==> src/logic/rv_pkg.sv <==
`default_nettype none

package rv_pkg;

  localparam int xlen       = 32;
  localparam int reg_addr_w = 5;

  typedef logic [xlen-1:0]       word_t;
  typedef logic [reg_addr_w-1:0] reg_idx_t;

  localparam word_t reset_pc = '0;

  typedef enum logic [3:0] {
    alu_add, alu_sub, alu_sll, alu_slt, alu_sltu,
    alu_xor, alu_srl, alu_sra, alu_or, alu_and
  } alu_op_t;

  typedef enum logic [3:0] {
    kind_alu, kind_lui, kind_auipc, kind_jal, kind_jalr,
    kind_branch, kind_load, kind_store, kind_illegal
  } instr_kind_t;

  localparam logic [6:0] opc_op     = 7'b0110011;
  localparam logic [6:0] opc_op_imm = 7'b0010011;
  localparam logic [6:0] opc_lui    = 7'b0110111;
  localparam logic [6:0] opc_auipc  = 7'b0010111;
  localparam logic [6:0] opc_jal    = 7'b1101111;
  localparam logic [6:0] opc_jalr   = 7'b1100111;
  localparam logic [6:0] opc_branch = 7'b1100011;
  localparam logic [6:0] opc_load   = 7'b0000011;
  localparam logic [6:0] opc_store  = 7'b0100011;

  localparam logic [2:0] f3_add_sub = 3'b000;
  localparam logic [2:0] f3_sll     = 3'b001;
  localparam logic [2:0] f3_slt     = 3'b010;
  localparam logic [2:0] f3_sltu    = 3'b011;
  localparam logic [2:0] f3_xor     = 3'b100;
  localparam logic [2:0] f3_srl_sra = 3'b101;
  localparam logic [2:0] f3_or      = 3'b110;
  localparam logic [2:0] f3_and     = 3'b111;
  localparam logic [2:0] f3_word    = 3'b010; // lw / sw width

  localparam logic [2:0] f3_beq  = 3'b000;
  localparam logic [2:0] f3_bne  = 3'b001;
  localparam logic [2:0] f3_blt  = 3'b100;
  localparam logic [2:0] f3_bge  = 3'b101;
  localparam logic [2:0] f3_bltu = 3'b110;
  localparam logic [2:0] f3_bgeu = 3'b111;

  localparam logic [6:0] f7_base = 7'b0000000;
  localparam logic [6:0] f7_alt  = 7'b0100000; // sub, sra, srai

  typedef struct packed {
    logic [6:0] funct7;
    reg_idx_t   rs2;
    reg_idx_t   rs1;
    logic [2:0] funct3;
    reg_idx_t   rd;
    logic [6:0] opcode;
  } r_fmt_t;

  typedef struct packed {
    logic [11:0] imm_11_0;
    reg_idx_t    rs1;
    logic [2:0]  funct3;
    reg_idx_t    rd;
    logic [6:0]  opcode;
  } i_fmt_t;

  typedef struct packed {
    logic [6:0] imm_11_5;
    reg_idx_t   rs2;
    reg_idx_t   rs1;
    logic [2:0] funct3;
    logic [4:0] imm_4_0;
    logic [6:0] opcode;
  } s_fmt_t;

  typedef struct packed {
    logic       imm_12;
    logic [5:0] imm_10_5;
    reg_idx_t   rs2;
    reg_idx_t   rs1;
    logic [2:0] funct3;
    logic [3:0] imm_4_1;
    logic       imm_11;
    logic [6:0] opcode;
  } b_fmt_t;

  typedef struct packed {
    logic [19:0] imm_31_12;
    reg_idx_t    rd;
    logic [6:0]  opcode;
  } u_fmt_t;

  typedef struct packed {
    logic       imm_20;
    logic [9:0] imm_10_1;
    logic       imm_11;
    logic [7:0] imm_19_12;
    reg_idx_t   rd;
    logic [6:0] opcode;
  } j_fmt_t;

  typedef union packed {
    r_fmt_t r;
    i_fmt_t i;
    s_fmt_t s;
    b_fmt_t b;
    u_fmt_t u;
    j_fmt_t j;
  } instr_u;

endpackage

`default_nettype wire

==> src/logic/dec_if.sv <==
`timescale 1ns/100ps
`default_nettype none

interface dec_if;
  rv_pkg::instr_kind_t kind;
  rv_pkg::alu_op_t     alu_op;
  logic                use_imm; // operand b from imm
  logic [2:0]          br_f3;
  rv_pkg::reg_idx_t    rd;
  rv_pkg::reg_idx_t    rs1;
  rv_pkg::reg_idx_t    rs2;
  rv_pkg::word_t       imm;

  modport dec (
    output kind, alu_op, use_imm, br_f3, rd, rs1, rs2, imm
  );

  // consumer side, execute unit and sequencer
  modport use_ (
    input kind, alu_op, use_imm, br_f3, rd, rs1, rs2, imm
  );
endinterface

`default_nettype wire

==> src/logic/instr_decoder.sv <==
`timescale 1ns/100ps
`default_nettype none

module instr_decoder (
  input  logic           clk,
  input  logic           rstn,
  input  rv_pkg::instr_u instr,
  dec_if.dec             dec
);
  logic [6:0]          opcode;
  logic [2:0]          f3;
  logic [6:0]          f7;
  logic                alt;
  logic                is_shift;
  rv_pkg::instr_kind_t kind_n;
  rv_pkg::alu_op_t     op_n;
  logic                use_imm_n;
  logic                use_rd;
  logic                use_rs1;
  logic                use_rs2;
  rv_pkg::word_t       imm_n;

  function automatic rv_pkg::alu_op_t alu_sel(input logic [2:0] fn, input logic alt_fn);
    case (fn)
      rv_pkg::f3_add_sub: return alt_fn ? rv_pkg::alu_sub : rv_pkg::alu_add;
      rv_pkg::f3_sll:     return rv_pkg::alu_sll;
      rv_pkg::f3_slt:     return rv_pkg::alu_slt;
      rv_pkg::f3_sltu:    return rv_pkg::alu_sltu;
      rv_pkg::f3_xor:     return rv_pkg::alu_xor;
      rv_pkg::f3_srl_sra: return alt_fn ? rv_pkg::alu_sra : rv_pkg::alu_srl;
      rv_pkg::f3_or:      return rv_pkg::alu_or;
      default:            return rv_pkg::alu_and;
    endcase
  endfunction

  assign opcode   = instr.r.opcode;
  assign f3       = instr.r.funct3;
  assign f7       = instr.r.funct7;
  assign alt      = (f7 == rv_pkg::f7_alt);
  assign is_shift = (f3 == rv_pkg::f3_sll) || (f3 == rv_pkg::f3_srl_sra);

  always_comb begin
    kind_n    = rv_pkg::kind_illegal;
    op_n      = rv_pkg::alu_add;
    use_imm_n = 1'b0;
    use_rd    = 1'b0;
    use_rs1   = 1'b0;
    use_rs2   = 1'b0;
    imm_n     = '0;
    case (opcode)
      rv_pkg::opc_op: begin
        if (f7 == rv_pkg::f7_base ||
            (alt && (f3 == rv_pkg::f3_add_sub || f3 == rv_pkg::f3_srl_sra)))
          kind_n = rv_pkg::kind_alu;
        op_n    = alu_sel(f3, alt);
        use_rd  = 1'b1;
        use_rs1 = 1'b1;
        use_rs2 = 1'b1;
      end
      rv_pkg::opc_op_imm: begin
        if (!is_shift || f7 == rv_pkg::f7_base || (alt && f3 == rv_pkg::f3_srl_sra))
          kind_n = rv_pkg::kind_alu;
        op_n      = alu_sel(f3, alt && f3 == rv_pkg::f3_srl_sra); // addi never becomes sub
        use_imm_n = 1'b1;
        use_rd    = 1'b1;
        use_rs1   = 1'b1;
        imm_n     = {{20{instr.i.imm_11_0[11]}}, instr.i.imm_11_0};
      end
      rv_pkg::opc_lui, rv_pkg::opc_auipc: begin
        kind_n = (opcode == rv_pkg::opc_lui) ? rv_pkg::kind_lui : rv_pkg::kind_auipc;
        use_rd = 1'b1;
        imm_n  = {instr.u.imm_31_12, 12'b0};
      end
      rv_pkg::opc_jal: begin
        kind_n = rv_pkg::kind_jal;
        use_rd = 1'b1;
        imm_n  = {{11{instr.j.imm_20}}, instr.j.imm_20, instr.j.imm_19_12,
                  instr.j.imm_11, instr.j.imm_10_1, 1'b0};
      end
      rv_pkg::opc_jalr: begin
        kind_n  = rv_pkg::kind_jalr;
        use_rd  = 1'b1;
        use_rs1 = 1'b1;
        imm_n   = {{20{instr.i.imm_11_0[11]}}, instr.i.imm_11_0};
      end
      rv_pkg::opc_branch: begin
        if (f3 inside {rv_pkg::f3_beq, rv_pkg::f3_bne, rv_pkg::f3_blt,
                       rv_pkg::f3_bge, rv_pkg::f3_bltu, rv_pkg::f3_bgeu})
          kind_n = rv_pkg::kind_branch;
        use_rs1 = 1'b1;
        use_rs2 = 1'b1;
        imm_n   = {{19{instr.b.imm_12}}, instr.b.imm_12, instr.b.imm_11,
                   instr.b.imm_10_5, instr.b.imm_4_1, 1'b0};
      end
      rv_pkg::opc_load: begin
        if (f3 == rv_pkg::f3_word)
          kind_n = rv_pkg::kind_load;
        use_rd  = 1'b1;
        use_rs1 = 1'b1;
        imm_n   = {{20{instr.i.imm_11_0[11]}}, instr.i.imm_11_0};
      end
      rv_pkg::opc_store: begin
        if (f3 == rv_pkg::f3_word)
          kind_n = rv_pkg::kind_store;
        use_rs1 = 1'b1;
        use_rs2 = 1'b1;
        imm_n   = {{20{instr.s.imm_11_5[6]}}, instr.s.imm_11_5, instr.s.imm_4_0};
      end
      default: kind_n = rv_pkg::kind_illegal;
    endcase
  end

  always_ff @(posedge clk) begin
    if (!rstn) begin
      dec.kind    <= rv_pkg::kind_alu;
      dec.alu_op  <= rv_pkg::alu_add;
      dec.use_imm <= 1'b0;
    end else begin
      dec.kind    <= kind_n;
      dec.alu_op  <= op_n;
      dec.use_imm <= use_imm_n;
    end
  end

  always_ff @(posedge clk) begin
    dec.br_f3 <= f3;
    dec.imm   <= imm_n;
    dec.rd    <= use_rd ? instr.r.rd : '0; // unused fields read as x0
    dec.rs1   <= use_rs1 ? instr.r.rs1 : '0;
    dec.rs2   <= use_rs2 ? instr.r.rs2 : '0;
  end
endmodule

`default_nettype wire

==> src/logic/reg_file.sv <==
`timescale 1ns/100ps
`default_nettype none

module reg_file (
  input  logic             clk,
  input  logic             rstn,
  input  rv_pkg::reg_idx_t rs1_idx,
  input  rv_pkg::reg_idx_t rs2_idx,
  output rv_pkg::word_t    rs1_data,
  output rv_pkg::word_t    rs2_data,
  input  rv_pkg::reg_idx_t rd_idx,
  input  logic             rd_we,
  input  rv_pkg::word_t    rd_data
);
  rv_pkg::word_t regs [1:31]; // x0 has no storage

  assign rs1_data = (rs1_idx == '0) ? '0 : regs[rs1_idx];
  assign rs2_data = (rs2_idx == '0) ? '0 : regs[rs2_idx];

  always_ff @(posedge clk) begin
    if (!rstn) begin
      for (int i = 1; i < 32; i++) begin
        regs[i] <= '0;
      end
    end else if (rd_we && rd_idx != '0) begin
      regs[rd_idx] <= rd_data;
    end
  end
endmodule

`default_nettype wire

==> src/logic/exec_unit.sv <==
`timescale 1ns/100ps
`default_nettype none

module exec_unit (
  input  logic          clk,
  input  logic          rstn,
  dec_if.use_           dec,
  input  rv_pkg::word_t rs1_data,
  input  rv_pkg::word_t rs2_data,
  input  rv_pkg::word_t pc,
  output rv_pkg::word_t result,
  output rv_pkg::word_t next_pc,
  output rv_pkg::word_t mem_addr
);
  rv_pkg::word_t op_a;
  rv_pkg::word_t rs2_v;
  rv_pkg::word_t op_b;
  rv_pkg::word_t alu_out;
  rv_pkg::word_t pc_plus4;
  rv_pkg::word_t pc_target;
  logic          taken;

  // register fields outside the format were zeroed by the decoder
  assign op_a      = (dec.rs1 == '0) ? '0 : rs1_data;
  assign rs2_v     = (dec.rs2 == '0) ? '0 : rs2_data;
  assign op_b      = dec.use_imm ? dec.imm : rs2_v;
  assign pc_plus4  = pc + 32'd4;
  assign pc_target = pc + dec.imm;

  always_comb begin
    case (dec.alu_op)
      rv_pkg::alu_sub:  alu_out = op_a - op_b;
      rv_pkg::alu_sll:  alu_out = op_a << op_b[4:0];
      rv_pkg::alu_slt:  alu_out = {{(rv_pkg::xlen-1){1'b0}}, $signed(op_a) < $signed(op_b)};
      rv_pkg::alu_sltu: alu_out = {{(rv_pkg::xlen-1){1'b0}}, op_a < op_b};
      rv_pkg::alu_xor:  alu_out = op_a ^ op_b;
      rv_pkg::alu_srl:  alu_out = op_a >> op_b[4:0];
      rv_pkg::alu_sra:  alu_out = $unsigned($signed(op_a) >>> op_b[4:0]);
      rv_pkg::alu_or:   alu_out = op_a | op_b;
      rv_pkg::alu_and:  alu_out = op_a & op_b;
      default:          alu_out = op_a + op_b;
    endcase
  end

  always_comb begin
    case (dec.br_f3)
      rv_pkg::f3_beq:  taken = (op_a == rs2_v);
      rv_pkg::f3_bne:  taken = (op_a != rs2_v);
      rv_pkg::f3_blt:  taken = ($signed(op_a) < $signed(rs2_v));
      rv_pkg::f3_bge:  taken = ($signed(op_a) >= $signed(rs2_v));
      rv_pkg::f3_bltu: taken = (op_a < rs2_v);
      rv_pkg::f3_bgeu: taken = (op_a >= rs2_v);
      default:         taken = 1'b0;
    endcase
  end

  always_ff @(posedge clk) begin
    if (!rstn) begin
      result   <= '0;
      next_pc  <= '0;
      mem_addr <= '0;
    end else begin
      case (dec.kind)
        rv_pkg::kind_lui:                   result <= dec.imm;
        rv_pkg::kind_auipc:                 result <= pc_target;
        rv_pkg::kind_jal, rv_pkg::kind_jalr: result <= pc_plus4; // link value
        default:                            result <= alu_out;
      endcase
      case (dec.kind)
        rv_pkg::kind_jal:    next_pc <= pc_target;
        rv_pkg::kind_jalr:   next_pc <= (op_a + dec.imm) & ~32'd1;
        rv_pkg::kind_branch: next_pc <= taken ? pc_target : pc_plus4;
        default:             next_pc <= pc_plus4;
      endcase
      mem_addr <= op_a + dec.imm;
    end
  end
endmodule

`default_nettype wire

==> src/logic/core_ctrl.sv <==
`timescale 1ns/100ps
`default_nettype none

module core_ctrl (
  input  logic             clk,
  input  logic             rstn,
  dec_if.use_              dec,
  input  rv_pkg::word_t    result,
  input  rv_pkg::word_t    next_pc,
  input  rv_pkg::word_t    mem_addr,
  input  rv_pkg::word_t    store_data,
  output rv_pkg::instr_u   instr,
  output rv_pkg::word_t    pc,
  output rv_pkg::reg_idx_t rd_idx,
  output logic             rd_we,
  output rv_pkg::word_t    rd_data,
  output logic             wb_cyc,
  output logic             wb_stb,
  output logic             wb_we,
  output rv_pkg::word_t    wb_adr,
  output rv_pkg::word_t    wb_wdata,
  input  rv_pkg::word_t    wb_rdata,
  input  logic             wb_ack,
  output logic             halted
);
  enum logic [2:0] {s_fetch, s_decode, s_exec, s_mem, s_write, s_halt} state;
  rv_pkg::word_t load_data;
  logic          is_mem;

  assign is_mem   = (dec.kind == rv_pkg::kind_load) || (dec.kind == rv_pkg::kind_store);
  assign wb_adr   = (state == s_mem) ? mem_addr : pc;
  assign wb_wdata = store_data;

  // write-back
  assign rd_idx  = dec.rd;
  assign rd_data = (dec.kind == rv_pkg::kind_load) ? load_data : result;
  assign rd_we   = (state == s_write) &&
                   !(dec.kind inside {rv_pkg::kind_branch, rv_pkg::kind_store,
                                      rv_pkg::kind_illegal});

  always_ff @(posedge clk) begin
    if (!rstn) begin
      state  <= s_fetch;
      pc     <= rv_pkg::reset_pc;
      wb_cyc <= 1'b0;
      wb_stb <= 1'b0;
      wb_we  <= 1'b0;
      halted <= 1'b0;
    end else begin
      case (state)
        s_fetch: begin
          if (!wb_cyc) begin // first fetch after reset
            wb_cyc <= 1'b1;
            wb_stb <= 1'b1;
          end else if (wb_ack) begin
            wb_cyc <= 1'b0;
            wb_stb <= 1'b0;
            state  <= s_decode;
          end
        end
        s_decode: state <= s_exec; // decoder registers this cycle
        s_exec: begin
          if (dec.kind == rv_pkg::kind_illegal) begin
            halted <= 1'b1;
            state  <= s_halt;
          end else if (is_mem) begin
            wb_cyc <= 1'b1; // mem_addr lands on this same edge
            wb_stb <= 1'b1;
            wb_we  <= (dec.kind == rv_pkg::kind_store);
            state  <= s_mem;
          end else begin
            state <= s_write;
          end
        end
        s_mem: begin
          if (wb_ack) begin
            wb_cyc <= 1'b0;
            wb_stb <= 1'b0;
            wb_we  <= 1'b0;
            state  <= s_write;
          end
        end
        s_write: begin
          pc     <= next_pc;
          wb_cyc <= 1'b1; // next fetch starts at once
          wb_stb <= 1'b1;
          state  <= s_fetch;
        end
        default: state <= s_halt; // parked until reset
      endcase
    end
  end

  always_ff @(posedge clk) begin
    if (state == s_fetch && wb_cyc && wb_ack)
      instr <= wb_rdata;
    if (state == s_mem && wb_ack)
      load_data <= wb_rdata;
  end
endmodule

`default_nettype wire

==> src/logic/rv_core.sv <==
`timescale 1ns/100ps
`default_nettype none

module rv_core (
  input  logic          clk,
  input  logic          rstn,
  output logic          wb_cyc,
  output logic          wb_stb,
  output logic          wb_we,
  output rv_pkg::word_t wb_adr,
  output rv_pkg::word_t wb_wdata,
  input  rv_pkg::word_t wb_rdata,
  input  logic          wb_ack,
  output logic          halted
);
  rv_pkg::instr_u   instr;
  rv_pkg::word_t    pc;
  rv_pkg::word_t    rs1_data;
  rv_pkg::word_t    rs2_data;
  rv_pkg::word_t    result;
  rv_pkg::word_t    next_pc;
  rv_pkg::word_t    mem_addr;
  rv_pkg::reg_idx_t rd_idx;
  logic             rd_we;
  rv_pkg::word_t    rd_data;

  dec_if dec_bus ();

  instr_decoder instr_decoder_i (
    .clk   (clk),
    .rstn  (rstn),
    .instr (instr),
    .dec   (dec_bus)
  );

  // read indices straight from the instruction register
  reg_file reg_file_i (
    .clk      (clk),
    .rstn     (rstn),
    .rs1_idx  (instr.r.rs1),
    .rs2_idx  (instr.r.rs2),
    .rs1_data (rs1_data),
    .rs2_data (rs2_data),
    .rd_idx   (rd_idx),
    .rd_we    (rd_we),
    .rd_data  (rd_data)
  );

  exec_unit exec_unit_i (
    .clk      (clk),
    .rstn     (rstn),
    .dec      (dec_bus),
    .rs1_data (rs1_data),
    .rs2_data (rs2_data),
    .pc       (pc),
    .result   (result),
    .next_pc  (next_pc),
    .mem_addr (mem_addr)
  );

  core_ctrl core_ctrl_i (
    .clk        (clk),
    .rstn       (rstn),
    .dec        (dec_bus),
    .result     (result),
    .next_pc    (next_pc),
    .mem_addr   (mem_addr),
    .store_data (rs2_data),
    .instr      (instr),
    .pc         (pc),
    .rd_idx     (rd_idx),
    .rd_we      (rd_we),
    .rd_data    (rd_data),
    .wb_cyc     (wb_cyc),
    .wb_stb     (wb_stb),
    .wb_we      (wb_we),
    .wb_adr     (wb_adr),
    .wb_wdata   (wb_wdata),
    .wb_rdata   (wb_rdata),
    .wb_ack     (wb_ack),
    .halted     (halted)
  );
endmodule

`default_nettype wire

==> config.mk <==
export PLATFORM = sky130hd
export DESIGN_NAME = rv_core
export DESIGN_NICKNAME = d
export VERILOG_FILES = /design/src/logic/rv_pkg.sv /design/src/logic/dec_if.sv /design/src/logic/instr_decoder.sv /design/src/logic/reg_file.sv /design/src/logic/exec_unit.sv /design/src/logic/core_ctrl.sv /design/src/logic/rv_core.sv
export SDC_FILE = /design/constraint.sdc
export NUM_CORES = 2
export LEC_CHECK = 0
export BUFFER_PORTS_ARGS = -buffer_cell sky130_fd_sc_hd__buf_2
export CAP_MARGIN = 25
export CORE_MARGIN = 1
export CORE_UTILIZATION = 37
export CTS_CLUSTER_SIZE = 16
export DETAILED_ROUTE_END_ITERATION = 8
export GPL_ROUTABILITY_DRIVEN = 0
export HOLD_SLACK_MARGIN = 0.06
export PLACE_DENSITY_LB_ADDON = 0.15
export SYNTH_ARGS = -nofsm -noshare
export SYNTH_HDL_FRONTEND = slang
export SYNTH_HIERARCHICAL = 1
export SYNTH_SLANG_ARGS = --single-unit
export TNS_END_PERCENT = 1
==> constraint.sdc <==
create_clock -name clk -period 6.2 [get_ports clk]
set_clock_uncertainty 0.1 [all_clocks]
set_input_delay 0.31 -clock clk [delete_from_list [all_inputs] [get_ports clk]]
set_output_delay 0.31 -clock clk [all_outputs]
set_load 0.01 [all_outputs]
; ---- Yosys cells after proc, flatten, opt, wreduce, memory -nomap -nowiden
; Memories as Yosys holds them, arrays and structs flattened. A register that Yosys moved wholly into a read port is not among the register bits.
; Cells that the tools add are included.
[classes]
multipliers = 0
n_shift = 3
n_bitwise = 3
eq_ne = 50
div_mod_pow = 0
n_mux = 58
magnitude_cmp = 6
n_reduce_logical = 40
addsub = 5
[ops]
columns = op, count
row1 = 32-bit 2-to-1 mux, 9
row2 = 32-bit case mux with 9 select lines, 1
row3 = 32-bit case mux with 3 select lines, 2
row4 = 32-bit case mux with 5 select lines, 1
row5 = 32-bit less-than comparator, 4
row6 = 32-bit adder, 3
row7 = 32-bit greater-or-equal comparator, 2
row8 = 4-bit case mux with 7 select lines, 2
row9 = 32-bit by 3-bit adder with 32-bit output (second input constant), 1
row10 = 32-bit AND, 1
row11 = 32-bit equality test, 1
row12 = 4-bit by 3-bit equality test with 1-bit output (second input constant), 8
row13 = 32-bit inequality test, 1
row14 = 32-bit bitwise OR, 1
row15 = 4-bit case mux with 8 select lines, 1
row16 = 32-bit OR reduction, 1
row17 = 32-bit by 5-bit left shift with 32-bit output, 1
row18 = 32-bit by 5-bit >> shifter with 32-bit output, 1
row19 = 32-bit by 5-bit >>> shifter with 32-bit output, 1
row20 = 32-bit subtractor, 1
row21 = 32-bit bitwise XOR, 1
row22 = 7-bit by 6-bit equality test with 1-bit output (second input constant), 4
row23 = 3-bit equality test (second input constant), 9
row24 = 1-bit 2-to-1 mux, 22
row25 = other kinds (37), 86
[totals]
input_bits = 35
n_memories = 1
latch_bits = 0
ff_bits = 258
word_cells = 185
output_inout_bits = 68
ramBits = 992
romBits = 0
[memory_table]
columns = name, depth, width, read_ports, rd_clocked_by_memory_dff, wr, line
row1 = reg_file_i.regs, 31, 32, 2, 2, 31, reg_file.sv:15  ; rv_pkg::word_t regs [1:31];

; ---- Depth between registers and ports, before layout
[logic_depth]
ltp_word = 10
ltp_mapped = 27
depth_no_buf = 18

; ---- Cells and area by module
; Netlist, hierarchy kept.
[modules_own_cells]
columns = mod, cells_each, instances, seq_area_each_um2, area_each_um2
row1 = reg_file, 3507, 1, 30749.5, 54205.7
row2 = exec_unit, 2642, 1, 1921.8, 17875.9
row3 = core_ctrl, 367, 1, 2702.6, 4729.5
row4 = instr_decoder, 202, 1, 1181.1, 2115.8

; ---- Worst setup path after synthesis
; OpenSTA, ideal clock, no wires.
[synth_path]
path_kind = register to register
start = register core_ctrl_i/instr[20] (netlist bit)
end = register exec_unit_i.result[30]
stages_incl_launch_ff = 25
path_buffers = 7
setup_time_ns = 0.119
required_ns = 5.981
period_less_slack_ns = 6.124
arrival_time_ns = 5.905
path_slack_ns = 0.076
cell_sequence = edfxtp_1 > buf_6 > buf_6 > buf_2 > mux4_2 > a2111oi_0 > nor3_1 > mux2i_1 > a21oi_2 > buf_2 > buf_2 > buf_2 > buf_2 > ha_1 > fa_1 > a211oi_1 > o31ai_1 > a21oi_1 > a21boi_1 > a311oi_2 > o32ai_1 > o41ai_1 > xor2_1 > o22ai_1 > o221a_1
[synth_via]
elab_chain_cells = 7
elab_cells_between_ends = 14
classes_between = add/sub: 2 / shift: 3 / mux: 5 / bitwise: 3 / reduce/logical: 1
[synth_rtl]
columns = item, line
row1 = "start, declared", core_ctrl.sv:12  ; output rv_pkg::instr_u instr,
row2 = "start signal, assigned", core_ctrl.sv:96  ; instr <= wb_rdata;
row3 = 5-bit logical NOT (*), reg_file.sv:18  ; assign rs2_data = (rs2_idx == '0) ? '0 : regs[rs2_idx];
row4 = 32-bit 2-to-1 mux (*), reg_file.sv:18
row5 = named net rs2_data[0], rv_core.sv:19  ; rv_pkg::word_t rs2_data;
row6 = 32-bit 2-to-1 mux (*), exec_unit.sv:25  ; assign rs2_v = (dec.rs2 == '0) ? '0 : rs2_data;
row7 = 32-bit 2-to-1 mux (*), exec_unit.sv:26  ; assign op_b = dec.use_imm ? dec.imm : rs2_v;
row8 = "32-bit adder, or another cell as far along", exec_unit.sv:41  ; default: alu_out = op_a + op_b;
row9 = 32-bit case mux with 9 select lines (*), exec_unit.sv:31  ; case (dec.alu_op)
row10 = 32-bit case mux with 3 select lines (*), exec_unit.sv:63  ; case (dec.kind)
row11 = "end signal, assigned", exec_unit.sv:64  ; rv_pkg::kind_lui: result <= dec.imm;
row12 = "end signal, assigned", exec_unit.sv:65  ; rv_pkg::kind_auipc: result <= pc_target;
row13 = "end signal, assigned", exec_unit.sv:66  ; rv_pkg::kind_jal, rv_pkg::kind_jalr: result <= pc_plus4;
row14 = "end, declared", exec_unit.sv:11  ; output rv_pkg::word_t result,
; The timed path passes the listed nets; every way through them passes the cells marked *.
; A chain may end at the register's enable or synchronous reset.

; ---- Worst setup path in the final report
[layout_path]
start = register core_ctrl_i/instr[16] (netlist bit)
end = register exec_unit_i.next_pc[4]
[layout_via]
elab_chain_cells = 7
elab_cells_between_ends = 13
classes_between = add/sub: 1 / order compare: 4 / eq/ne: 2 / mux: 5 / reduce/logical: 1
[layout_rtl]
columns = item, line
row1 = 5-bit logical NOT (*), reg_file.sv:17  ; assign rs1_data = (rs1_idx == '0) ? '0 : regs[rs1_idx];
row2 = 32-bit 2-to-1 mux (*), reg_file.sv:17
row3 = named net rs1_data[28], rv_core.sv:18  ; rv_pkg::word_t rs1_data;
row4 = 32-bit 2-to-1 mux (*), exec_unit.sv:24  ; assign op_a = (dec.rs1 == '0) ? '0 : rs1_data;
row5 = "32-bit greater-or-equal comparator, or another cell as far along", exec_unit.sv:52  ; rv_pkg::f3_bgeu: taken = (op_a >= rs2_v);
row6 = 1-bit case mux with 6 select lines (*), exec_unit.sv:46  ; case (dec.br_f3)
row7 = 32-bit 2-to-1 mux (*), exec_unit.sv:72  ; rv_pkg::kind_branch: next_pc <= taken ? pc_target : pc_plus4;
row8 = 32-bit case mux with 3 select lines (*), exec_unit.sv:69  ; case (dec.kind)
row9 = "end signal, assigned", exec_unit.sv:70  ; rv_pkg::kind_jal: next_pc <= pc_target;
row10 = "end signal, assigned", exec_unit.sv:72
row11 = "end signal, assigned", exec_unit.sv:73  ; default: next_pc <= pc_plus4;
row12 = "end, declared", exec_unit.sv:12  ; output rv_pkg::word_t next_pc,
; Marks and branches as above.

==> key figures <==
Clock network
  – Clk Latency, worst-skew pair: 840 ps
  – Clock transition at path regs: 60 ps
  – Root Driver: clkbuf_16
  – Max clock buf depth: 3
  – H-tree levels: 4
  – TritonCTS clock tree: done
  – Total CTS buffers: 149
  – Sink Count: 1282

Global route
  – GRT overflow: 0
  – Initial antenna violation count: 21
  – Pin count of the biggest net entering global routing: 64
  – Total GRT Usage: 30.41%
  – First-pass GRT wire length: 465.8 mm
  – Vias in the first global route: 60408

Detailed routing
  – DR vias/cell: 6.108
  – Wire length on met3: 27.12 mm
  – WL final: 334.9 mm
  – Wire length per cell: 33.23 um
  – Wire length on met2: 154.1 mm
  – Initial DRC Count: 7935
  – Post-detailed-route count of antenna-violating nets: 0
  – Max layer used: met5
  – Router iterations before antenna repair: 9
  – Met1 WL: 129.2 mm
  – Vias: 61558
  – DRC errors left: 38

Finish
  – Fin nets: 7350
  – Fraction of layout cells with a size suffix above 1: 25.06%
  – Area growth syn-to-layout: 17.46%
  – Fin area: 0.09270 mm^2
  – FILL cells: 19537

Timing
  – WHS: 122.4 ps
  – Post-Route Setup TNS: -27.78 ps
  – Fmax: 0.1606 GHz
  – Worst setup margin: -27.78 ps
  – Min Tclk post-route: 6228 ps
  – Period Utilization, post-route: 100.4%
  – RSZ-0062 raised after global routing: yes
  – Final hold vios: 0
  – Slew @ Worst Pin: 1255 ps
  – Final setup vio count: 1
  – Slew margin rel.: 16.32%
  – Max Transition Viols Final: 0

Setup path
  – RR Startpoint: core_ctrl_i/instr[16]
  – Origin of the worst setup path: core_ctrl_i/instr[16]
  – Setup crit end: exec_unit_i/next_pc[4]
  – Critical Path Fanout Max: 18
  – CP required: 6850 ps
  – Endpoint type of the worst setup path: register
  – Critical path class: register to register
  – Worst EP arrival: 6870 ps
  – Worst R2R Setup Slack: -30 ps
  – Reg2Reg Depth: 21
  – Crit start category: register
  – Worst reg2reg endpoint: exec_unit_i/next_pc[4]

Floorplan
  – Die Y: 463.9 um
  – Io pins: 103
  – Site Rows: 169
  – Core area: 0.2121 mm^2
  – Die ar.: 0.2152 mm^2
  – Initial core utilization: 37.21%
  – Die width: 463.9 um

Synthesis
  – Synth async-reset ratio: 0%
  – Avg Cell Area, Syn: 11.75 um^2
  – Yosys warns: 6
  – Cell with the most instances after synthesis: edfxtp_1
  – Yosys top cell area share: 41.39%
  – Flops & latches, synth: 1282
  – Top cells by area, synth: edfxtp_1 41%, mux4_2 13%, and2_1 8.3%
  – Mapped cell area: 0.07893 mm^2
  – Mapped Cells: 6718
  – Sequential area share after synthesis: 46.32%
  – Synth area leader: edfxtp_1
  – Ys flop type: edfxtp_1
  – Distinct cells, synth: 114
  – Most frequent cells after synthesis: 1088 x edfxtp_1, 1045 x and2_1, 470 x mux4_2
  – Post-synth EDFFs: 1088

Placed design
  – Post-DP HPWL: 238.8 mm
  – Port-buffer cells: 102
  – Placed Instance Area: 0.08671 mm^2

Job
  – Total of max-cap violations: 0

Run status
  – Violated checks: design-rule violations, negative setup slack
  – Outcome: complete, but fails checks

Power and ir drop
  – PD cells: 303.5 mW/mm^2
  – LEAKAGE: 34.94 nW
  – Worst VDD drop: 0.3104 mV

Worst hold path
  – Hold Path Class: input pin to register
==> worst max-delay path, cell delays in order, from the launching register on <==
cell      delay, ps
edfxtp_1        380
buf_12          140
buf_12          200
buf_4           180
mux4_2          500
mux4_2          540
o22ai_1         380
nor3_1          270
o21ai_0         200
inv_1           150
ha_1            330
nand4_1         270
nor3_1          320
nand4_1         160
and3b_2         300
mux2i_1          70
or4_1           530
a311o_1         380
buf_12          170
buf_4           150
o22a_1          210
a21oi_1         170
==> sequential cells by signal, indices dropped and copies added, names as in the netlist, 5 cells and up <==
name / cells
core_ctrl_i/load_data: 32
instr_decoder_i/dec.rs1: 5
exec_unit_i/next_pc: 32
instr_decoder_i/dec.rs2: 5
exec_unit_i/result: 32
reg_file_i/regs: 1024
core_ctrl_i/pc: 32
instr_decoder_i/dec.rd: 5
instr_decoder_i/dec.imm: 32
exec_unit_i/mem_addr: 32
core_ctrl_i/instr: 32
==> routing by layer <==
layer	up-vias	global-route usage [%]
li1	26194	-
met1	31193	38.10
met2	3328	48.53
met3	825	5.500
met4	18	19.20
met5	-	0
==> what timing repair did <==
| action | 4_1_cts | 5_1_grt |
|---|---|---|
| hold buffers | 34 | 0 |
| hold endpoints to repair | 89 | 0 |
| pin swaps | 1 | 1 |
| resized for setup | 7 | 54 |
| setup endpoints to repair | 24 | 50 |
| setup buffers | 0 | 3 |
==> per-stage QoR <==
stage | cells | power (W) | utilization (%) | setup slack, ps
floorplan | 6749 | 0.01461 | - | 75.92
global placement | 9746 | 0.01838 | 40.87 | -65.39
detailed placement | 9749 | 0.01842 | 40.88 | -73.04
CTS | 10059 | 0.02797 | 43.54 | 9.305
global route | 10066 | 0.02890 | 43.70 | -80.50
finish | 10078 | 0.02813 | 43.71 | -27.78
==> power breakdown <==
part	total, W	leakage, nW	internal [W]	switching [W]
registers	0.0101	12.7	0.00972	0.000333
logic	0.00852	19.7	0.00336	0.00516
clock network	0.00956	2.54	0.00560	0.00396
==> worst min-delay path by stage <==
stage                                        from                           end  slack (ps)  cells after the start
after detailed placement  exec_unit_i/next_pc[12]            core_ctrl_i/pc[12]         330                      2
after CTS                             wb_rdata[6]      core_ctrl_i/load_data[6]          70                      2
after floorplan             core_ctrl_i/instr[14]  instr_decoder_i/dec.br_f3[2]         250                      0
final                                 wb_rdata[8]          core_ctrl_i/instr[8]         120                      2
after global placement    exec_unit_i/next_pc[21]            core_ctrl_i/pc[21]         340                      2
after global routing                  wb_rdata[4]          core_ctrl_i/instr[4]         110                      2
==> area by class of cell <==
class	instances	area, um^2	share of cell area, %
Sequential cell	1282	36560	39.43
Multi-Input combinational cell	4711	40000	43.15
Timing Repair Buffer	841	6833	7.371
Tap cell	2821	3530	3.807
Clock inverter	99	1305	1.408
Clock buffer	177	3938	4.247
Inverter	134	513.0	0.5534
Antenna cell	13	32.53	0.03509
==> placed cells by master, fill, tap and decap left out, types with 65 or more instances in the layout <==
cell type  netlist  routed
nor3_1         124     106
clkbuf_16        0     152
a211oi_1        82      76
nor2_1         311     278
o21ai_0        209     176
nand2_1        408     407
mux2i_1        202     201
inv_1          127     124
buf_4           81     646
buf_2           94     101
dfxtp_1        194     193
o221ai_1        65      65
nand3_1         69      69
edfxtp_1      1088    1088
o22ai_1        130     122
and2_1        1045    1044
a21oi_1        254     252
ha_1           192     190
mux2_2          78      78
mux4_2         470     470
==> kinds of logic after synthesis <==
logic type | share of synthesized area (%)
buffers and inverters | 4.448
muxes | 17.75
adders and majority gates | 3.145
other | 0.004751
and+or+nand+nor | 15.41
xor gates and xnor gates | 1.176
DFF | 46.32
AOI/OAI and AO/OA | 11.75
Note: power is estimated with default switching activity, not from simulation.
